--- src/design/race_pkg.sv ---
package race_pkg;

    // ------------------------------------------------------------
    // 640x480 scan timing at 25 MHz
    // ------------------------------------------------------------
    localparam int H_VISIBLE = 640;
    localparam int H_FRONT   = 16;
    localparam int H_SYNC    = 96;
    localparam int H_BACK    = 48;
    localparam int H_TOTAL   = H_VISIBLE + H_FRONT + H_SYNC + H_BACK;  // 800
    localparam int V_VISIBLE = 480;
    localparam int V_FRONT   = 10;
    localparam int V_SYNC    = 2;
    localparam int V_BACK    = 33;
    localparam int V_TOTAL   = V_VISIBLE + V_FRONT + V_SYNC + V_BACK;  // 525

    // ------------------------------------------------------------
    // track map and view geometry
    // ------------------------------------------------------------
    localparam int MAP_WIDTH     = 320;
    localparam int MAP_HEIGHT    = 240;
    localparam int MAP_ADDR_W    = 17;
    localparam int COORD_W       = 10;
    localparam int VIEW_WIDTH    = 320;  // one player half
    localparam int VIEW_SHIFT    = 3;    // 8x8 pixels per map cell
    localparam int VIEW_OFFSET_X = 20;
    localparam int VIEW_OFFSET_Y = 22;
    localparam int HUD_TOP       = 360;
    localparam int MINI_LEFT     = 240;
    localparam int MINI_RIGHT    = 400;
    localparam int DOT_RADIUS    = 4;
    localparam int MARK_LEFT     = 123;  // own car box, view relative
    localparam int MARK_RIGHT    = 197;
    localparam int MARK_TOP      = 143;
    localparam int MARK_BOTTOM   = 217;

    typedef logic [11:0] color_t;     // r g b, four bits each
    typedef logic [3:0]  map_index_t;

    localparam color_t PALETTE [16] = '{
        12'h3A2, 12'h777, 12'hFFF, 12'hD22, 12'hEE3, 12'h22C, 12'h8C8, 12'h555,
        12'hA63, 12'h0CC, 12'hC0C, 12'hFA0, 12'h222, 12'h9DF, 12'h6B4, 12'hCCC
    };

    localparam color_t COLOR_LOBBY     = 12'hBEB;
    localparam color_t COLOR_SEPARATOR = 12'hFFF;
    localparam color_t COLOR_HUD       = 12'h444;
    localparam color_t COLOR_OFF_TRACK = 12'h6B4;
    localparam color_t COLOR_P1        = 12'hF00;
    localparam color_t COLOR_P2        = 12'h00F;

    // same codes as the board leds
    typedef enum logic [2:0] {
        IDLE      = 3'd0,
        COUNTDOWN = 3'd3,
        RACING    = 3'd4,
        PAUSE     = 3'd5,
        FINISH    = 3'd6
    } race_state_t;

    localparam int COUNT_STEPS = 3;

    typedef enum logic [3:0] {
        BLANK, LOBBY, SEPARATOR, HUD, MINI_MAP, P1_DOT, P2_DOT,
        P1_MARK, P2_MARK, OFF_TRACK, TRACK
    } pixel_region_t;

endpackage

--- src/design/map_read_if.sv ---
`timescale 1ns/1ps

interface map_read_if;
    import race_pkg::*;

    logic [MAP_ADDR_W-1:0] view_addr;
    logic [MAP_ADDR_W-1:0] mini_addr;
    map_index_t            view_index;  // one cycle after view_addr
    map_index_t            mini_index;

    modport scanner (output view_addr, output mini_addr);
    modport ram     (input view_addr, input mini_addr, output view_index, output mini_index);
    modport mixer   (input view_index, input mini_index);

endinterface

--- src/design/scan_if.sv ---
`timescale 1ns/1ps

interface scan_if;
    import race_pkg::*;

    logic          hsync;   // active low
    logic          vsync;   // active low
    pixel_region_t region;
    logic          view;    // 0 player 1 half, 1 player 2 half

    // scanner classifies each pixel
    modport scanner (
        output hsync,
        output vsync,
        output region,
        output view
    );

    modport mixer (
        input hsync,
        input vsync,
        input region,
        input view
    );

endinterface

--- src/design/pixel_mixer.sv ---
`timescale 1ns/1ps

module pixel_mixer (
    input  logic       clk_25MHz,
    input  logic       rst,
    scan_if.mixer      scan,
    map_read_if.mixer  map_rd,
    output logic [3:0] vga_red,
    output logic [3:0] vga_green,
    output logic [3:0] vga_blue,
    output logic       hsync,
    output logic       vsync
);
    import race_pkg::*;

    pixel_region_t region_q;
    logic          view_q;
    logic          hsync_q, vsync_q;
    color_t        color;

    // ------------------------------------------------------------
    // line up with the map read data
    // ------------------------------------------------------------
    always_ff @(posedge clk_25MHz) begin
        if (rst) begin
            region_q <= BLANK;
            view_q   <= 1'b0;
            hsync_q  <= 1'b1;
            vsync_q  <= 1'b1;
        end else begin
            region_q <= scan.region;
            view_q   <= scan.view;
            hsync_q  <= scan.hsync;
            vsync_q  <= scan.vsync;
        end
    end

    always_comb begin
        case (region_q)
            LOBBY:            color = COLOR_LOBBY;
            SEPARATOR:        color = COLOR_SEPARATOR;
            HUD:              color = COLOR_HUD;
            OFF_TRACK:        color = COLOR_OFF_TRACK;
            P1_DOT:           color = COLOR_P1;
            P2_DOT:           color = COLOR_P2;
            P1_MARK, P2_MARK: color = view_q ? COLOR_P2 : COLOR_P1;  // own car of that half
            MINI_MAP:         color = PALETTE[map_rd.mini_index];
            TRACK:            color = PALETTE[map_rd.view_index];
            default:          color = '0;  // blanking
        endcase
    end

    // output registers
    always_ff @(posedge clk_25MHz) begin
        if (rst) begin
            {vga_red, vga_green, vga_blue} <= '0;
            hsync <= 1'b1;
            vsync <= 1'b1;
        end else begin
            {vga_red, vga_green, vga_blue} <= color;
            hsync <= hsync_q;
            vsync <= vsync_q;
        end
    end

endmodule

--- src/flat_wrapper.sv ---
// flat-port wrapper written by rule: the top's interface ports become plain ports
module pixel_mixer_flat import race_pkg::*;
  (clk_25MHz, rst, vga_red, vga_green, vga_blue, hsync, vsync, scan_hsync, scan_vsync, scan_region, scan_view, map_rd_view_index, map_rd_mini_index);
  scan_if scan_i ();
  map_read_if map_rd_i ();
  input  logic clk_25MHz;
  input  logic rst;
  output logic [3:0] vga_red;
  output logic [3:0] vga_green;
  output logic [3:0] vga_blue;
  output logic hsync;
  output logic vsync;
  input wire logic [$bits(scan_i.hsync)-1:0] scan_hsync;
  input wire logic [$bits(scan_i.vsync)-1:0] scan_vsync;
  input wire logic [$bits(scan_i.region)-1:0] scan_region;
  input wire logic [$bits(scan_i.view)-1:0] scan_view;
  input wire logic [$bits(map_rd_i.view_index)-1:0] map_rd_view_index;
  input wire logic [$bits(map_rd_i.mini_index)-1:0] map_rd_mini_index;
  assign scan_i.hsync = scan_hsync;
  assign scan_i.vsync = scan_vsync;
  assign scan_i.region = scan_region;
  assign scan_i.view = scan_view;
  assign map_rd_i.view_index = map_rd_view_index;
  assign map_rd_i.mini_index = map_rd_mini_index;
  pixel_mixer u_core (.clk_25MHz(clk_25MHz), .rst(rst), .scan(scan_i), .map_rd(map_rd_i), .vga_red(vga_red), .vga_green(vga_green), .vga_blue(vga_blue), .hsync(hsync), .vsync(vsync));
endmodule
--- config.mk ---
export PLATFORM = sky130hd
export DESIGN_NAME = pixel_mixer_flat
export DESIGN_NICKNAME = d
export VERILOG_FILES = /design/src/design/race_pkg.sv /design/src/design/map_read_if.sv /design/src/design/scan_if.sv /design/src/design/pixel_mixer.sv /design/src/flat_wrapper.sv
export SDC_FILE = /design/constraint.sdc
export NUM_CORES = 1
export LEC_CHECK = 0
export BUFFER_PORTS_ARGS = -buffer_cell sky130_fd_sc_hd__buf_2
export CAP_MARGIN = 20
export CORE_ASPECT_RATIO = 2
export CORE_UTILIZATION = 28
export CTS_CLUSTER_SIZE = 30
export DETAILED_ROUTE_END_ITERATION = 12
export GPL_TIMING_DRIVEN = 0
export PLACE_DENSITY = 0.46
export SETUP_SLACK_MARGIN = 0.1
export SLEW_MARGIN = 5
export SYNTH_ARGS = -nofsm -noshare
export SYNTH_HDL_FRONTEND = slang
export SYNTH_SLANG_ARGS = --single-unit
--- constraint.sdc ---
create_clock -name clk_25MHz -period 2.6 [get_ports clk_25MHz]
set_input_delay 0.39 -clock clk_25MHz [delete_from_list [all_inputs] [get_ports clk_25MHz]]
set_output_delay 0.39 -clock clk_25MHz [all_outputs]
set_load 0.05 [all_outputs]
-- Word-level counts from Yosys, hierarchy flattened
Memory sizes are Yosys's and may differ from the RTL's.
Cells that the tools add are included.
- memories: 2
- bits in read-only memories: 384
- output and inout port bits: 14
- bits of input ports: 17
- flip-flop bits (word level): 21
- word-level logic and storage cells: 32
- memories (memory ; depth ; bits a word ; read ports ; clocked after memory_dff ; wr ports ; RTL line ; text):
    (name not given) ; 16 ; 12 ; 1 ; 0 ; 0 ; pixel_mixer.sv:48 ; TRACK: color = PALETTE[map_rd.view_index];
    (name not given) ; 16 ; 12 ; 1 ; 0 ; 0 ; pixel_mixer.sv:47 ; MINI_MAP: color = PALETTE[map_rd.mini_index];
- reduce and logical (&&, ||, !) cells: 1
- order comparisons: 2
- bitwise logic cells: 2
- muxes and demuxes: 6
- equality and inequality tests: 10
- operators with widths (operator ; number):
    $pmux 12 s9 ; 1
    $mux 12 ; 5
    $eq 4x3->1 const B ; 4
    $eq 4x4->1 const B ; 3
    $ge 5x5->1 const B ; 2
    $not 4->5 ; 2
    $eq 4x2->1 const B ; 2
    $eq 4x1->1 const B ; 1
    $reduce_or 2->1 ; 1

-- Depth between registers and ports, before layout
- depth in word-level cells: 5
- mapped depth: 6

-- Worst setup path before layout
OpenSTA, ideal clock, no wires.
- path type: input-to-reg
- start: input map_rd_view_index[0]
- end: register u_core.vga_red[2]
- required time: 2.533 ns
- library setup time: 0.067 ns
- cell stages on the path: 6
- path slack: 0.643 ns
- data arrival time: 1.889 ns
- path through: inv_1 ha_1 mux2_4 o2111a_1 or4_4 a21oi_2
- cells in the longest elaborated chain, start to end: 5
- ends and longest elaborated chain (element ; RTL line ; text):
    from (decl) ; flat_wrapper.sv:17 ; input wire logic [$bits(map_rd_i.view_index)-1:0] map_rd_view_index;
    $not 4->5 (not written as such) ; pixel_mixer.sv:48 ;
    $mem_v2 16x12 ; - ;
    $mux 12 (not written as such) (2 in series) ; pixel_mixer.sv:48 ;
    $pmux 12 s9 ; pixel_mixer.sv:39 ; case (region_q)
    to (signal assigned) ; pixel_mixer.sv:60 ; {vga_red, vga_green, vga_blue} <= color;
    to (decl) ; pixel_mixer.sv:8 ; output logic [3:0] vga_red,
Every way passes these cells. The select of a mux whose other input is x is not followed.
A chain may end at the register's enable or synchronous reset.

-- Final worst setup path
Ends and elaborated chain as after synthesis.

==> flow_summary.yaml <==
run_status:
  failed_checks: "DRC"
  status: "complete, but fails checks"
pwr:
  p_seq_share_pct: 36.1
  cellPowerDensity_mw_per_mm2: 484
  switching_share_pct: 33.1
  p_int_mw: 0.647
  combPwrFrac_pct: 29.4
  leakagePower_nw: 0.868
  power_switching_mw: 0.320
  power_frac_clock_pct: 34.5
  ir_drop_v: 0.000253
synthesis:
  synth.distinct_cells: 47
  yosysTopAreaCell: "dfxtp_1"
  synth_ff_type: "dfxtp_1"
  synth-seq-cells: 21
  synth_edf_count: 0
  synthDominantCellAreaShare_pct: 24.9
  syn_area_mm2: 0.00169
  syn_inst: 211
  yosys-top-cells-area: "dfxtp_1 25%, ha_1 10%, nand2b_1 5.6%, a31oi_1 3.7%, nor2_1 3.1%"
  syn-num-nets: 242
  syn_area_per_cell_um2: 8.01
  synthArstFlopShare_pct: 0
  yosysSeqAreaShare_pct: 24.9
  yosys_warnings: 0
global_routing:
  grt_max_degree: 13
  grt_pass1_vias: 1590
  grt_antenna_before_repair: 0
  grt_pass1_wl_um: 7830
  grt_usage_pct: 16.3
  overflow: 0
place:
  pre_cts_ws_ps: 259
  port_buffers: 30
  dp_hpwl_um: 3910
  place_congestion: 0.829
floorplan:
  core.rowCount: 39
  start_util_pct: 29.4
  die-area_mm2: 0.00637
  core_area_mm2: 0.00576
  die_h_um: 112
  die_w_um: 56.9
  io_pins: 31
drt:
  maxUsedRoutingLayer: "met4"
  vias: 1664
  dr_wl_met2_um: 2790
  drtIter0Drc: 46
  via_per_inst: 5.44
  antenna_left: 0
  drt-met1-wl_um: 1780
  wl_per_cell_um: 16.2
  wl_met3_um: 115
  drt_first_pass_iters: 8
  wl_um: 4960
  drc: 3
run:
  max_cap_violations: 0
timing:
  fmax_ghz: 0.484
  finalCriticalPeriod_ps: 2070
  worst_pin_slew_ps: 554
  setup_ws_ps: 533
  slew_violations: 0
  rsz0062_at_grt: "false"
  clock-skew-final_ps: 10.9
  fin_crit_sh_pct: 79.5
  setup_viol: 0
  setup_tns_ps: 0
  relSlewSlack_pct: 62.9
  final_hold_viol_count: 0
worst_setup_path:
  path_max_fanout: 7
  cp.arrival_ps: 2260
  max_stage_delay_ps: 510
  critPathTopFamily: "simple AND/OR/NAND/NOR gates"
  path_cells: "buf_2, inv_1, ha_1, mux2_4, o2111a_1, or4_4, a21oi_2"
  slowest_stage: "or4_4"
  critPathLaunchType: "input port"
  criticalPathCategory: "input port to flop"
  critPathRequiredTime_ps: 2790
  end_kind: "flop"
  crit_buf_inv: 2
finish:
  diodes: 0
  multi_input_area_mm2: 0.00116
  num-nets-final: 277
  regArea_um2: 420
  n_fill_cell: 641
  syn_to_final_growth_pct: 18.1
  drive_above_1_share_pct: 22.0
clocking:
  clk_pin_slew_ps: 50
  clock_latency_ps: 270
  htree_num_levels: 1
  cts_resized: 0
  ctsHoldBuffers: 0
  clk_path_buf_depth: 2
  clockRootBuffer: "clkbuf_16"
  clkSinkCount: 21
  cts_setup_buffers: 0
  cts_buffers: 3
  cts_tree: "done"
min_path:
  holdCritPathClass: "input port to flop"
==> power groups by stage <==
stage                     Clock [mW]  Combinational [mW]  Sequential [mW]
after floorplan                    0               0.153            0.404
after detailed placement           0               0.283            0.356
after global placement             0               0.285            0.356
after CTS                      0.352               0.284            0.349
after global routing           0.365               0.309            0.351
final                          0.334               0.284            0.349
==> through the flow <==
stage	cells	util (%)	instance area (um2)	hold WS, ps	power [mW]
after floorplan	211	-	1690	389	0.557
after global placement	302	33.3	1920	391	0.641
after detailed placement	302	33.3	1920	396	0.639
after CTS	306	34.7	2000	309	0.985
after global routing	306	34.7	2000	316	1.02
final	306	34.7	2000	313	0.967
==> cell usage after synthesis, drive strengths merged (2+ instances only) <==
master / n
dfxtp: 21
and3: 5
nand2: 8
o211a: 2
nand2b: 15
a21oi: 10
nor2b: 8
inv: 10
o21ai: 13
a31oi: 10
nor3: 5
a211oi: 4
a22oi: 3
buf: 8
nand3: 7
ha: 14
nor3b: 3
o211ai: 6
clkbuf: 8
mux2: 5
nor2: 14
mux2i: 5
a21o: 2
nand3b: 4
or2: 4
a32oi: 3
==> final timing paths <==
path / start / cells past startpoint / slack (ps) / to
setup reg to reg: u_core.region_q[3] / 5 / 680 / u_core.vga_red[1]
hold / removal: scan_vsync / 2 / 310 / u_core.vsync_q
setup / recovery: map_rd_view_index[0] / 7 / 530 / u_core.vga_red[2]
hold reg to reg: u_core.vsync_q / 1 / 410 / u_core.vsync
==> cells in the final DEF, fill, tap and decap left out, types with 7 or more instances in the layout <==
master,n
a31oi_1,10
nand3_1,7
o21ai_0,7
a21oi_1,9
inv_1,9
dfxtp_1,21
nor2_1,14
nand2b_1,15
buf_2,37
ha_1,14
clkbuf_1,8
nand2_1,8
nor2b_1,8
==> sequential cells by signal, indices dropped and copies added, names as in the netlist <==
signal,flops
u_core.view_q,1
u_core.vga_green,4
u_core.hsync,1
u_core.vsync_q,1
u_core.vga_red,4
u_core.vga_blue,4
u_core.region_q,4
u_core.vsync,1
u_core.hsync_q,1
==> metal layers <==
layer / vias up / track usage, %
li1: 833 / -
met1: 781 / 15.6
met2: 37 / 30.6
met3: 13 / 1.63
met4: 0 / 11.9
met5: - / 0
==> worst register-to-register path: stages (launching register included) <==
cell	delay (ps)
dfxtp_1	330
clkbuf_1	390
inv_2	160
o21ai_1	270
clkbuf_1	440
a31oi_1	160
==> final cells by class <==
type                    count  share of cell area [%]
well taps                  61                    3.82
inverters                  10                    1.88
repair buffers             30                    7.52
multi-input cells         164                    58.3
plain buffers              16                    3.45
clock inverters             1                   0.251
clock buffers               3                    3.76
flip-flops and latches     21                    21.1
==> cell families after synthesis <==
logic type               synth area share (%)
AO/OA/AOI/OAI                            24.6
XOR/XNOR                                0.518
adder cells (fa/ha/maj)                  10.4
buffers and inverters                    6.29
flip-flops                               24.9
multiplexers                             7.85
AND/OR/NAND/NOR                          25.5
(Power assumes the default switching activity.)
