==> config.mk <==
export PLATFORM = sky130hd
export DESIGN_NAME = race_fsm
export DESIGN_NICKNAME = d
export VERILOG_FILES = /design/src/design/race_pkg.sv /design/src/design/race_fsm.sv
export SDC_FILE = /design/constraint.sdc
export NUM_CORES = 1
export LEC_CHECK = 0
export BUFFER_PORTS_ARGS = -buffer_cell sky130_fd_sc_hd__buf_2
export CAP_MARGIN = 0
export CORE_MARGIN = 2
export CORE_UTILIZATION = 50
export DETAILED_ROUTE_END_ITERATION = 16
export PLACE_DENSITY_LB_ADDON = 0.05
export SYNTH_ARGS = -nofsm -noshare
export SYNTH_HDL_FRONTEND = slang
export SYNTH_SLANG_ARGS = --single-unit
export TNS_END_PERCENT = 1
==> constraint.sdc <==
create_clock -name clk_25MHz -period 2.7 [get_ports clk_25MHz]
set_input_delay 0.405 -clock clk_25MHz [delete_from_list [all_inputs] [get_ports clk_25MHz]]
set_output_delay 0.405 -clock clk_25MHz [all_outputs]
set_load 0.05 [all_outputs]
==> src/design/race_pkg.sv <==
package race_pkg;

    // ------------------------------------------------------------
    // 640x480 scan timing at 25 MHz
    // ------------------------------------------------------------
    localparam int H_VISIBLE = 640;
    localparam int H_FRONT   = 16;
    localparam int H_SYNC    = 96;
    localparam int H_BACK    = 48;
    localparam int H_TOTAL   = H_VISIBLE + H_FRONT + H_SYNC + H_BACK;  // 800
    localparam int V_VISIBLE = 480;
    localparam int V_FRONT   = 10;
    localparam int V_SYNC    = 2;
    localparam int V_BACK    = 33;
    localparam int V_TOTAL   = V_VISIBLE + V_FRONT + V_SYNC + V_BACK;  // 525

    // ------------------------------------------------------------
    // track map and view geometry
    // ------------------------------------------------------------
    localparam int MAP_WIDTH     = 320;
    localparam int MAP_HEIGHT    = 240;
    localparam int MAP_ADDR_W    = 17;
    localparam int COORD_W       = 10;
    localparam int VIEW_WIDTH    = 320;  // one player half
    localparam int VIEW_SHIFT    = 3;    // 8x8 pixels per map cell
    localparam int VIEW_OFFSET_X = 20;
    localparam int VIEW_OFFSET_Y = 22;
    localparam int HUD_TOP       = 360;
    localparam int MINI_LEFT     = 240;
    localparam int MINI_RIGHT    = 400;
    localparam int DOT_RADIUS    = 4;
    localparam int MARK_LEFT     = 123;  // own car box, view relative
    localparam int MARK_RIGHT    = 197;
    localparam int MARK_TOP      = 143;
    localparam int MARK_BOTTOM   = 217;

    typedef logic [11:0] color_t;     // r g b, four bits each
    typedef logic [3:0]  map_index_t;

    localparam color_t PALETTE [16] = '{
        12'h3A2, 12'h777, 12'hFFF, 12'hD22, 12'hEE3, 12'h22C, 12'h8C8, 12'h555,
        12'hA63, 12'h0CC, 12'hC0C, 12'hFA0, 12'h222, 12'h9DF, 12'h6B4, 12'hCCC
    };

    localparam color_t COLOR_LOBBY     = 12'hBEB;
    localparam color_t COLOR_SEPARATOR = 12'hFFF;
    localparam color_t COLOR_HUD       = 12'h444;
    localparam color_t COLOR_OFF_TRACK = 12'h6B4;
    localparam color_t COLOR_P1        = 12'hF00;
    localparam color_t COLOR_P2        = 12'h00F;

    // same codes as the board leds
    typedef enum logic [2:0] {
        IDLE      = 3'd0,
        COUNTDOWN = 3'd3,
        RACING    = 3'd4,
        PAUSE     = 3'd5,
        FINISH    = 3'd6
    } race_state_t;

    localparam int COUNT_STEPS = 3;

    typedef enum logic [3:0] {
        BLANK, LOBBY, SEPARATOR, HUD, MINI_MAP, P1_DOT, P2_DOT,
        P1_MARK, P2_MARK, OFF_TRACK, TRACK
    } pixel_region_t;

endpackage

==> src/design/race_fsm.sv <==
`timescale 1ns/1ps

module race_fsm #(
    parameter int COUNT_STEP_CYCLES = 25_000_000
) (
    input  logic                 clk_25MHz,
    input  logic                 rst,
    input  logic                 start_btn,
    input  logic                 pause_btn,
    input  logic                 race_done,
    output race_pkg::race_state_t state,
    output logic [2:0]           led
);
    import race_pkg::*;

    typedef logic [$clog2(COUNT_STEP_CYCLES)-1:0] cycle_t;
    typedef logic [$clog2(COUNT_STEPS)-1:0]       step_t;

    race_state_t resume_state;  // where a second pause goes back to
    cycle_t      cycle_cnt;
    step_t       step_cnt;
    logic        cycle_done;
    logic        count_done;

    assign cycle_done = (cycle_cnt == cycle_t'(COUNT_STEP_CYCLES - 1));
    assign count_done = cycle_done && (step_cnt == step_t'(COUNT_STEPS - 1));

    always_ff @(posedge clk_25MHz) begin
        if (rst) begin
            state        <= IDLE;
            resume_state <= IDLE;
            cycle_cnt    <= '0;
            step_cnt     <= '0;
        end else begin
            case (state)
                IDLE: begin
                    if (start_btn) begin
                        state     <= COUNTDOWN;
                        cycle_cnt <= '0;
                        step_cnt  <= '0;
                    end
                end
                COUNTDOWN: begin
                    // the cycle that sees pause still counts
                    if (cycle_done) begin
                        cycle_cnt <= '0;
                        step_cnt  <= count_done ? '0 : step_cnt + 1'b1;
                    end else begin
                        cycle_cnt <= cycle_cnt + 1'b1;
                    end
                    if (pause_btn) begin
                        state        <= PAUSE;
                        resume_state <= count_done ? RACING : COUNTDOWN;
                    end else if (count_done) begin
                        state <= RACING;
                    end
                end
                RACING: begin
                    if (race_done) begin
                        state <= FINISH;
                    end else if (pause_btn) begin
                        state        <= PAUSE;
                        resume_state <= RACING;
                    end
                end
                PAUSE: if (pause_btn) state <= resume_state;  // counters held meanwhile
                FINISH: if (start_btn) state <= IDLE;
                default: state <= IDLE;
            endcase
        end
    end

    assign led = state;

endmodule

Word-level counts from Yosys, hierarchy flattened
Index checks and enable logic that the tools add are counted.
{"block": "word_totals", "register_bits": 33}
{"block": "classes", "addsub": 2, "eq_ne": 15, "mux": 20, "reduce_logical": 8}
{"operator": "$mux 25", "n": 2}
{"operator": "$pmux 25 s2", "n": 1}
{"operator": "$mux 3", "n": 11}
{"operator": "$add 25x1->25 const B", "n": 1}
{"operator": "$eq 25x25->1 const B", "n": 1}
{"operator": "$pmux 3 s5", "n": 1}
{"operator": "$ne 2x2->1 const B", "n": 7}
{"operator": "$eq 3x3->1 const B", "n": 3}
{"operator": "$mux 2", "n": 3}
{"operator": "$ne 3x3->1 const B", "n": 2}
{"operator": "$pmux 3 s2", "n": 1}
{"operator": "$reduce_and 5->1", "n": 1}
{"operator": "$pmux 2 s2", "n": 1}
{"operator": "$reduce_and 4->1", "n": 1}
{"operator": "$reduce_bool 2->1", "n": 2}
{"operator": "$eq 3x2->1 const B", "n": 1}
{"operator": "$logic_not 3->1", "n": 1}
{"operator": "$reduce_and 3->1", "n": 1}
{"operator": "$add 2x1->2 const B", "n": 1}
{"operator": "$eq 2x2->1 const B", "n": 1}
{"operator": "$reduce_and 2->1", "n": 1}
{"operator": "$logic_and 1x1->1", "n": 1}

Depth between registers and ports, before layout
{"block": "logic_depth", "ltp_word": 5, "depth_mapped": 7, "ltp_nobuf": 6}

Worst setup path after synthesis
OpenSTA, ideal clock, no wires.
{"block": "synth_path", "path_kind": "reg2reg", "startpoint": "register state[1], in the netlist led[1]", "endpoint": "register state[1], in the netlist led[1]", "arrival_time_ps": 1824, "path_slack_ps": 752, "path_stages_with_launch": 7, "n_path_buf": 1, "path_cell_list": "dfxtp_1 > clkbuf_1 > nand2b_1 > a21oi_1 > a22o_1 > a21oi_2 > mux2_1"}
{"block": "synth_between", "elab_chain_len": 3, "word_cells_on_any_way": 12, "classes_between": "eq/ne: 9; mux: 1; reduce/logical: 2"}
{"item": "start, declared", "line_no": "race_fsm.sv:11", "source": "output race_pkg::race_state_t state,"}
{"item": "start signal, assigned", "line_no": "race_fsm.sv:66", "source": "PAUSE: if (pause_btn) state <= resume_state;"}
{"item": "$eq 3x2->1, or another cell as far along", "line_no": "race_fsm.sv:35", "source": "case (state)"}
{"item": "$ne 3x3->1 (no line) or $ne 2x2->1 (tied branches)"}
{"item": "$reduce_and 5->1 (no line)"}
Parallel ways exist; a longest one is shown, timed or not.
A chain may end at the register's enable or synchronous reset.

Final worst setup path
{"block": "layout_path", "startpoint": "register state[0], in the netlist led[0]", "endpoint": "register cycle_cnt[24]"}
{"block": "layout_between", "elab_chain_len": 3, "word_cells_on_any_way": 6, "classes_between": "eq/ne: 2; mux: 1; reduce/logical: 3"}
{"item": "$eq 3x2->1 or $logic_not 3->1 (tied branches)", "line_no": "race_fsm.sv:35"}
{"item": "$reduce_bool 2->1 (no line) or $ne 2x2->1 (tied branches)"}
{"item": "$reduce_and 2->1 (no line)"}
{"item": "end signal, assigned", "line_no": "race_fsm.sv:49", "source": "cycle_cnt <= cycle_cnt + 1'b1;"}
{"item": "end, declared", "line_no": "race_fsm.sv:20", "source": "cycle_t cycle_cnt;"}
Parallel ways exist; a longest one is shown, timed or not.

==> report_table.html <==
<table>
<tr><th>Metric</th><th>Value</th></tr>
<tr><th colspan="2">Clock tree</th></tr>
<tr><td>Latest clock arrival within the worst-skew pair</td><td>290 ps</td></tr>
<tr><td>Total CTS buffers</td><td>5</td></tr>
<tr><td>Clock H-tree levels</td><td>2</td></tr>
<tr><td>Resized Gates After CTS</td><td>0</td></tr>
<tr><td>CTS Root Cell</td><td>clkbuf_8</td></tr>
<tr><td>Clock tree from TritonCTS</td><td>built</td></tr>
<tr><td>Buffers inserted during post-CTS setup optimization</td><td>0</td></tr>
<tr><td>Worst-path clk slew</td><td>70 ps</td></tr>
<tr><td>Hold-fix buffers at CTS</td><td>0</td></tr>
<tr><td>Longest Clk Path Bufs</td><td>2</td></tr>
<tr><td>Sink count of the clock tree</td><td>32</td></tr>
<tr><th colspan="2">Place</th></tr>
<tr><td>Final Wtd Congestion</td><td>0.8197</td></tr>
<tr><td>Detailed-placement wirelength estimate</td><td>2.936 mm</td></tr>
<tr><td>Number of input and output port buffers inserted</td><td>10</td></tr>
<tr><th colspan="2">STA</th></tr>
<tr><td>Max-slew violations</td><td>0</td></tr>
<tr><td>Total of endpoints with negative setup slack in the final report</td><td>0</td></tr>
<tr><td>Setup TNS after final layout</td><td>0 ps</td></tr>
<tr><td>Ratio of final minimum period to clock period</td><td>86.37%</td></tr>
<tr><td>Worst clock skew</td><td>4.142 ps</td></tr>
<tr><td>Crit path time final</td><td>2332 ps</td></tr>
<tr><td>Worst Tran Pin Value</td><td>856.4 ps</td></tr>
<tr><td>Max Clock Freq</td><td>428.8 MHz</td></tr>
<tr><td>Worst slew slack as a fraction of its limit</td><td>42.70%</td></tr>
<tr><td>Setup repair after global routing missed its margin</td><td>no</td></tr>
<tr><td>Total count of hold-check failures in the final report</td><td>0</td></tr>
<tr><th colspan="2">Synthesis</th></tr>
<tr><td>Number of warnings reported in the yosys synthesis log</td><td>0</td></tr>
<tr><td>Gate count after technology mapping</td><td>220</td></tr>
<tr><td>Cell with the most instances after synthesis</td><td>dfxtp_1</td></tr>
<tr><td>Prevailing post-synth register cell</td><td>dfxtp_1</td></tr>
<tr><td>Mean instance size in the synthesized netlist</td><td>8.497 um2</td></tr>
<tr><td>Share of the synthesized area in the top cell type</td><td>34.27%</td></tr>
<tr><td>Unique cell type count in the Yosys netlist</td><td>59</td></tr>
<tr><td>Top post-synthesis cells by area</td><td>dfxtp_1 34%, a21oi_1 5.6%, a31oi_1 4.7%</td></tr>
<tr><td>Count of state elements after synthesis</td><td>32</td></tr>
<tr><td>Netlist Area Pre-Place</td><td>1869 um2</td></tr>
<tr><td>Ranking of synthesized cells by instance count</td><td>32 x dfxtp_1, 21 x a21oi_1, 17 x nand2_1</td></tr>
<tr><td>Sequential share of the synthesized area</td><td>34.27%</td></tr>
<tr><td>Number of enable-type register cells in the synthesized netlist</td><td>0</td></tr>
<tr><td>Most area-hungry cell type in the Yosys netlist</td><td>dfxtp_1</td></tr>
<tr><td>Share of flip-flops with an asynchronous set or reset</td><td>0%</td></tr>
<tr><td>Synthesized net count</td><td>226</td></tr>
<tr><th colspan="2">Floorplan</th></tr>
<tr><td>Vert. Die Dim</td><td>65.15 um</td></tr>
<tr><td>Die Wd</td><td>65.15 um</td></tr>
<tr><td>Core area</td><td>3633 um2</td></tr>
<tr><td>Number of rows in the core area</td><td>22</td></tr>
<tr><td>Boundary pin count</td><td>11</td></tr>
<tr><td>Die area</td><td>4244 um2</td></tr>
<tr><td>Initial cell density of the core</td><td>51.45%</td></tr>
<tr><th colspan="2">Setup path</th></tr>
<tr><td>Capturing element type of the critical path</td><td>flop</td></tr>
<tr><td>Critical Path Source Type</td><td>flop</td></tr>
<tr><td>Arrival time at the worst endpoint</td><td>2540 ps</td></tr>
<tr><td>Number of cells traversed by the worst register-to-register path</td><td>6</td></tr>
<tr><td>Setup CP Type</td><td>reg -&gt; reg</td></tr>
<tr><td>Required time of the critical path</td><td>2900 ps</td></tr>
<tr><td>CP max FO</td><td>23</td></tr>
<tr><th colspan="2">Finish</th></tr>
<tr><td>Final #Nets</td><td>231</td></tr>
<tr><td>Number of filler instances in the final layout</td><td>378</td></tr>
<tr><td>Sequential standard cell area</td><td>640.6 um2</td></tr>
<tr><td>Footprint of the multi-input gates</td><td>1122 um2</td></tr>
<tr><td>Layout overhead on the synthesized area</td><td>6.760%</td></tr>
<tr><td>Diodes inserted</td><td>0</td></tr>
<tr><td>Fraction of layout instances using a drive strength above 1</td><td>15.04%</td></tr>
<tr><th colspan="2">Global route</th></tr>
<tr><td>Combined global-route utilization of all metal layers</td><td>21.28%</td></tr>
<tr><td>Via count of the first global-routing pass</td><td>1625</td></tr>
<tr><td>Wire length of the first global-routing pass</td><td>7.120 mm</td></tr>
<tr><td>Grt total ovfl</td><td>0</td></tr>
<tr><td>Largest net degree at the start of global routing</td><td>24</td></tr>
<tr><td>Antenna violations before repair</td><td>0</td></tr>
<tr><th colspan="2">Routing</th></tr>
<tr><td>Vias per cell</td><td>6.168</td></tr>
<tr><td>Total Wirelength</td><td>4.127 mm</td></tr>
<tr><td>Number of DRC markers after the initial detailed-route iteration</td><td>99</td></tr>
<tr><td>Wirelength per Cell</td><td>15.06 um</td></tr>
<tr><td>Remaining routing DRC violations</td><td>0</td></tr>
<tr><td>Via count</td><td>1690</td></tr>
<tr><td>Antenna-violating nets left</td><td>0</td></tr>
<tr><td>Iteration count of the initial detailed-routing pass</td><td>4</td></tr>
<tr><th colspan="2">Status</th></tr>
<tr><td>Result of the run</td><td>finished, final reports clean</td></tr>
<tr><th colspan="2">Pwr</th></tr>
<tr><td>Tot Pwr</td><td>1426 uW</td></tr>
<tr><td>Power density over the cells</td><td>714.4 nW/um2</td></tr>
<tr><td>Reported leakage power</td><td>0.0006877 uW</td></tr>
<tr><td>VDD IR-drop max</td><td>0.0002995 V</td></tr>
<tr><th colspan="2">Worst hold path</th></tr>
<tr><td>Class of the most critical hold timing path</td><td>reg -&gt; reg</td></tr>
<tr><td>Worst Hold Depth</td><td>1</td></tr>
<tr><th colspan="2">Flow run</th></tr>
<tr><td>Max Cap Viol</td><td>0</td></tr>
</table>
-- layout make-up --
| type | count | area share (%) |
|---|---|---|
| Tap cell | 48 | 3.009 |
| Clock buffer | 6 | 4.138 |
| Sequential cell | 32 | 32.10 |
| Inverter | 4 | 0.7524 |
| Multi-Input combinational cell | 170 | 56.24 |
| Clock inverter | 2 | 0.5016 |
| Timing Repair Buffer | 12 | 3.260 |
-- cells by family after synthesis --
family	share of synthesized area (%)
xor gates and xnor gates	1.875
adders and majority gates	0.6692
AOI/OAI and AO/OA	24.90
DFF	34.27
muxes	2.276
and+or+nand+nor	30.32
buffers and inverters	5.689
-- metal layers --
metal / routed length [um] / GRT usage, % / share of wire (%)
met1: 1986 / 26.94 / 48
met2: 1926 / 34.92 / 47
met3: 133 / 4.795 / 3.2
met4: 79 / 9.115 / 1.9
met5: 0 / 0 / 0
-- through the flow --
stage,instances,utilization [%],hold WS [ps],worst slack [ps],instance area [um2]
after floorplan,220,-,431.1,752.2,1869
after global placement,266,52.38,444.5,571.7,1903
after detailed placement,266,52.38,456.3,434.4,1903
after CTS,274,54.92,467.9,417.8,1996
after global routing,274,54.92,488.5,152.4,1996
final,274,54.92,465.2,367.9,1996
-- where the power goes --
group	leakage, uW	switching (uW)	total, uW	internal [uW]
clock network	0.0000510	178	382	203
logic	0.000378	330	489	159
registers	0.000258	57.2	555	498
-- cell usage in the layout (no fill, tap or decap), drive strengths merged, types with 3 or more instances in the layout --
cell type / synthesis / final
a211oi: 3 / 3
a21oi: 24 / 24
a22o: 4 / 4
a31oi: 14 / 14
and2: 3 / 3
and3: 3 / 3
and4: 3 / 3
buf: 8 / 12
clkbuf: 5 / 6
dfxtp: 32 / 32
inv: 4 / 4
nand2: 18 / 18
nand2b: 8 / 8
nand3: 10 / 10
nand4: 6 / 6
nor2: 12 / 12
nor2b: 5 / 5
nor3: 9 / 9
nor4: 6 / 6
o211ai: 3 / 3
o21ai: 7 / 7
or3: 3 / 3
xnor2: 3 / 3
-- registers in the layout (all words and copies together), names as in the netlist --
name,cells
cycle_cnt,25
led,3
resume_state,2
step_cnt,2
-- critical path, cell delays in order (launching register included) --
cell and delay (ps):
dfxtp_1 550, nand2_1 170, or2_1 310, a211oi_4 540
buf_4 370, o21ai_1 110, a31oi_1 200
-- path summary, 6_finish.rpt --
kind,from,endpoint,slack [ps]
hold / removal,cycle_cnt[5]$_SDFFE_PP0P_,cycle_cnt[5]$_SDFFE_PP0P_,470
setup / recovery,led[0]$_SDFFE_PP0P_,cycle_cnt[24]$_SDFFE_PP0P_,370
setup reg to reg,led[0]$_SDFFE_PP0P_,cycle_cnt[24]$_SDFFE_PP0P_,370
hold reg to reg,cycle_cnt[5]$_SDFFE_PP0P_,cycle_cnt[5]$_SDFFE_PP0P_,470
Note: power is estimated with default switching activity, not from simulation.
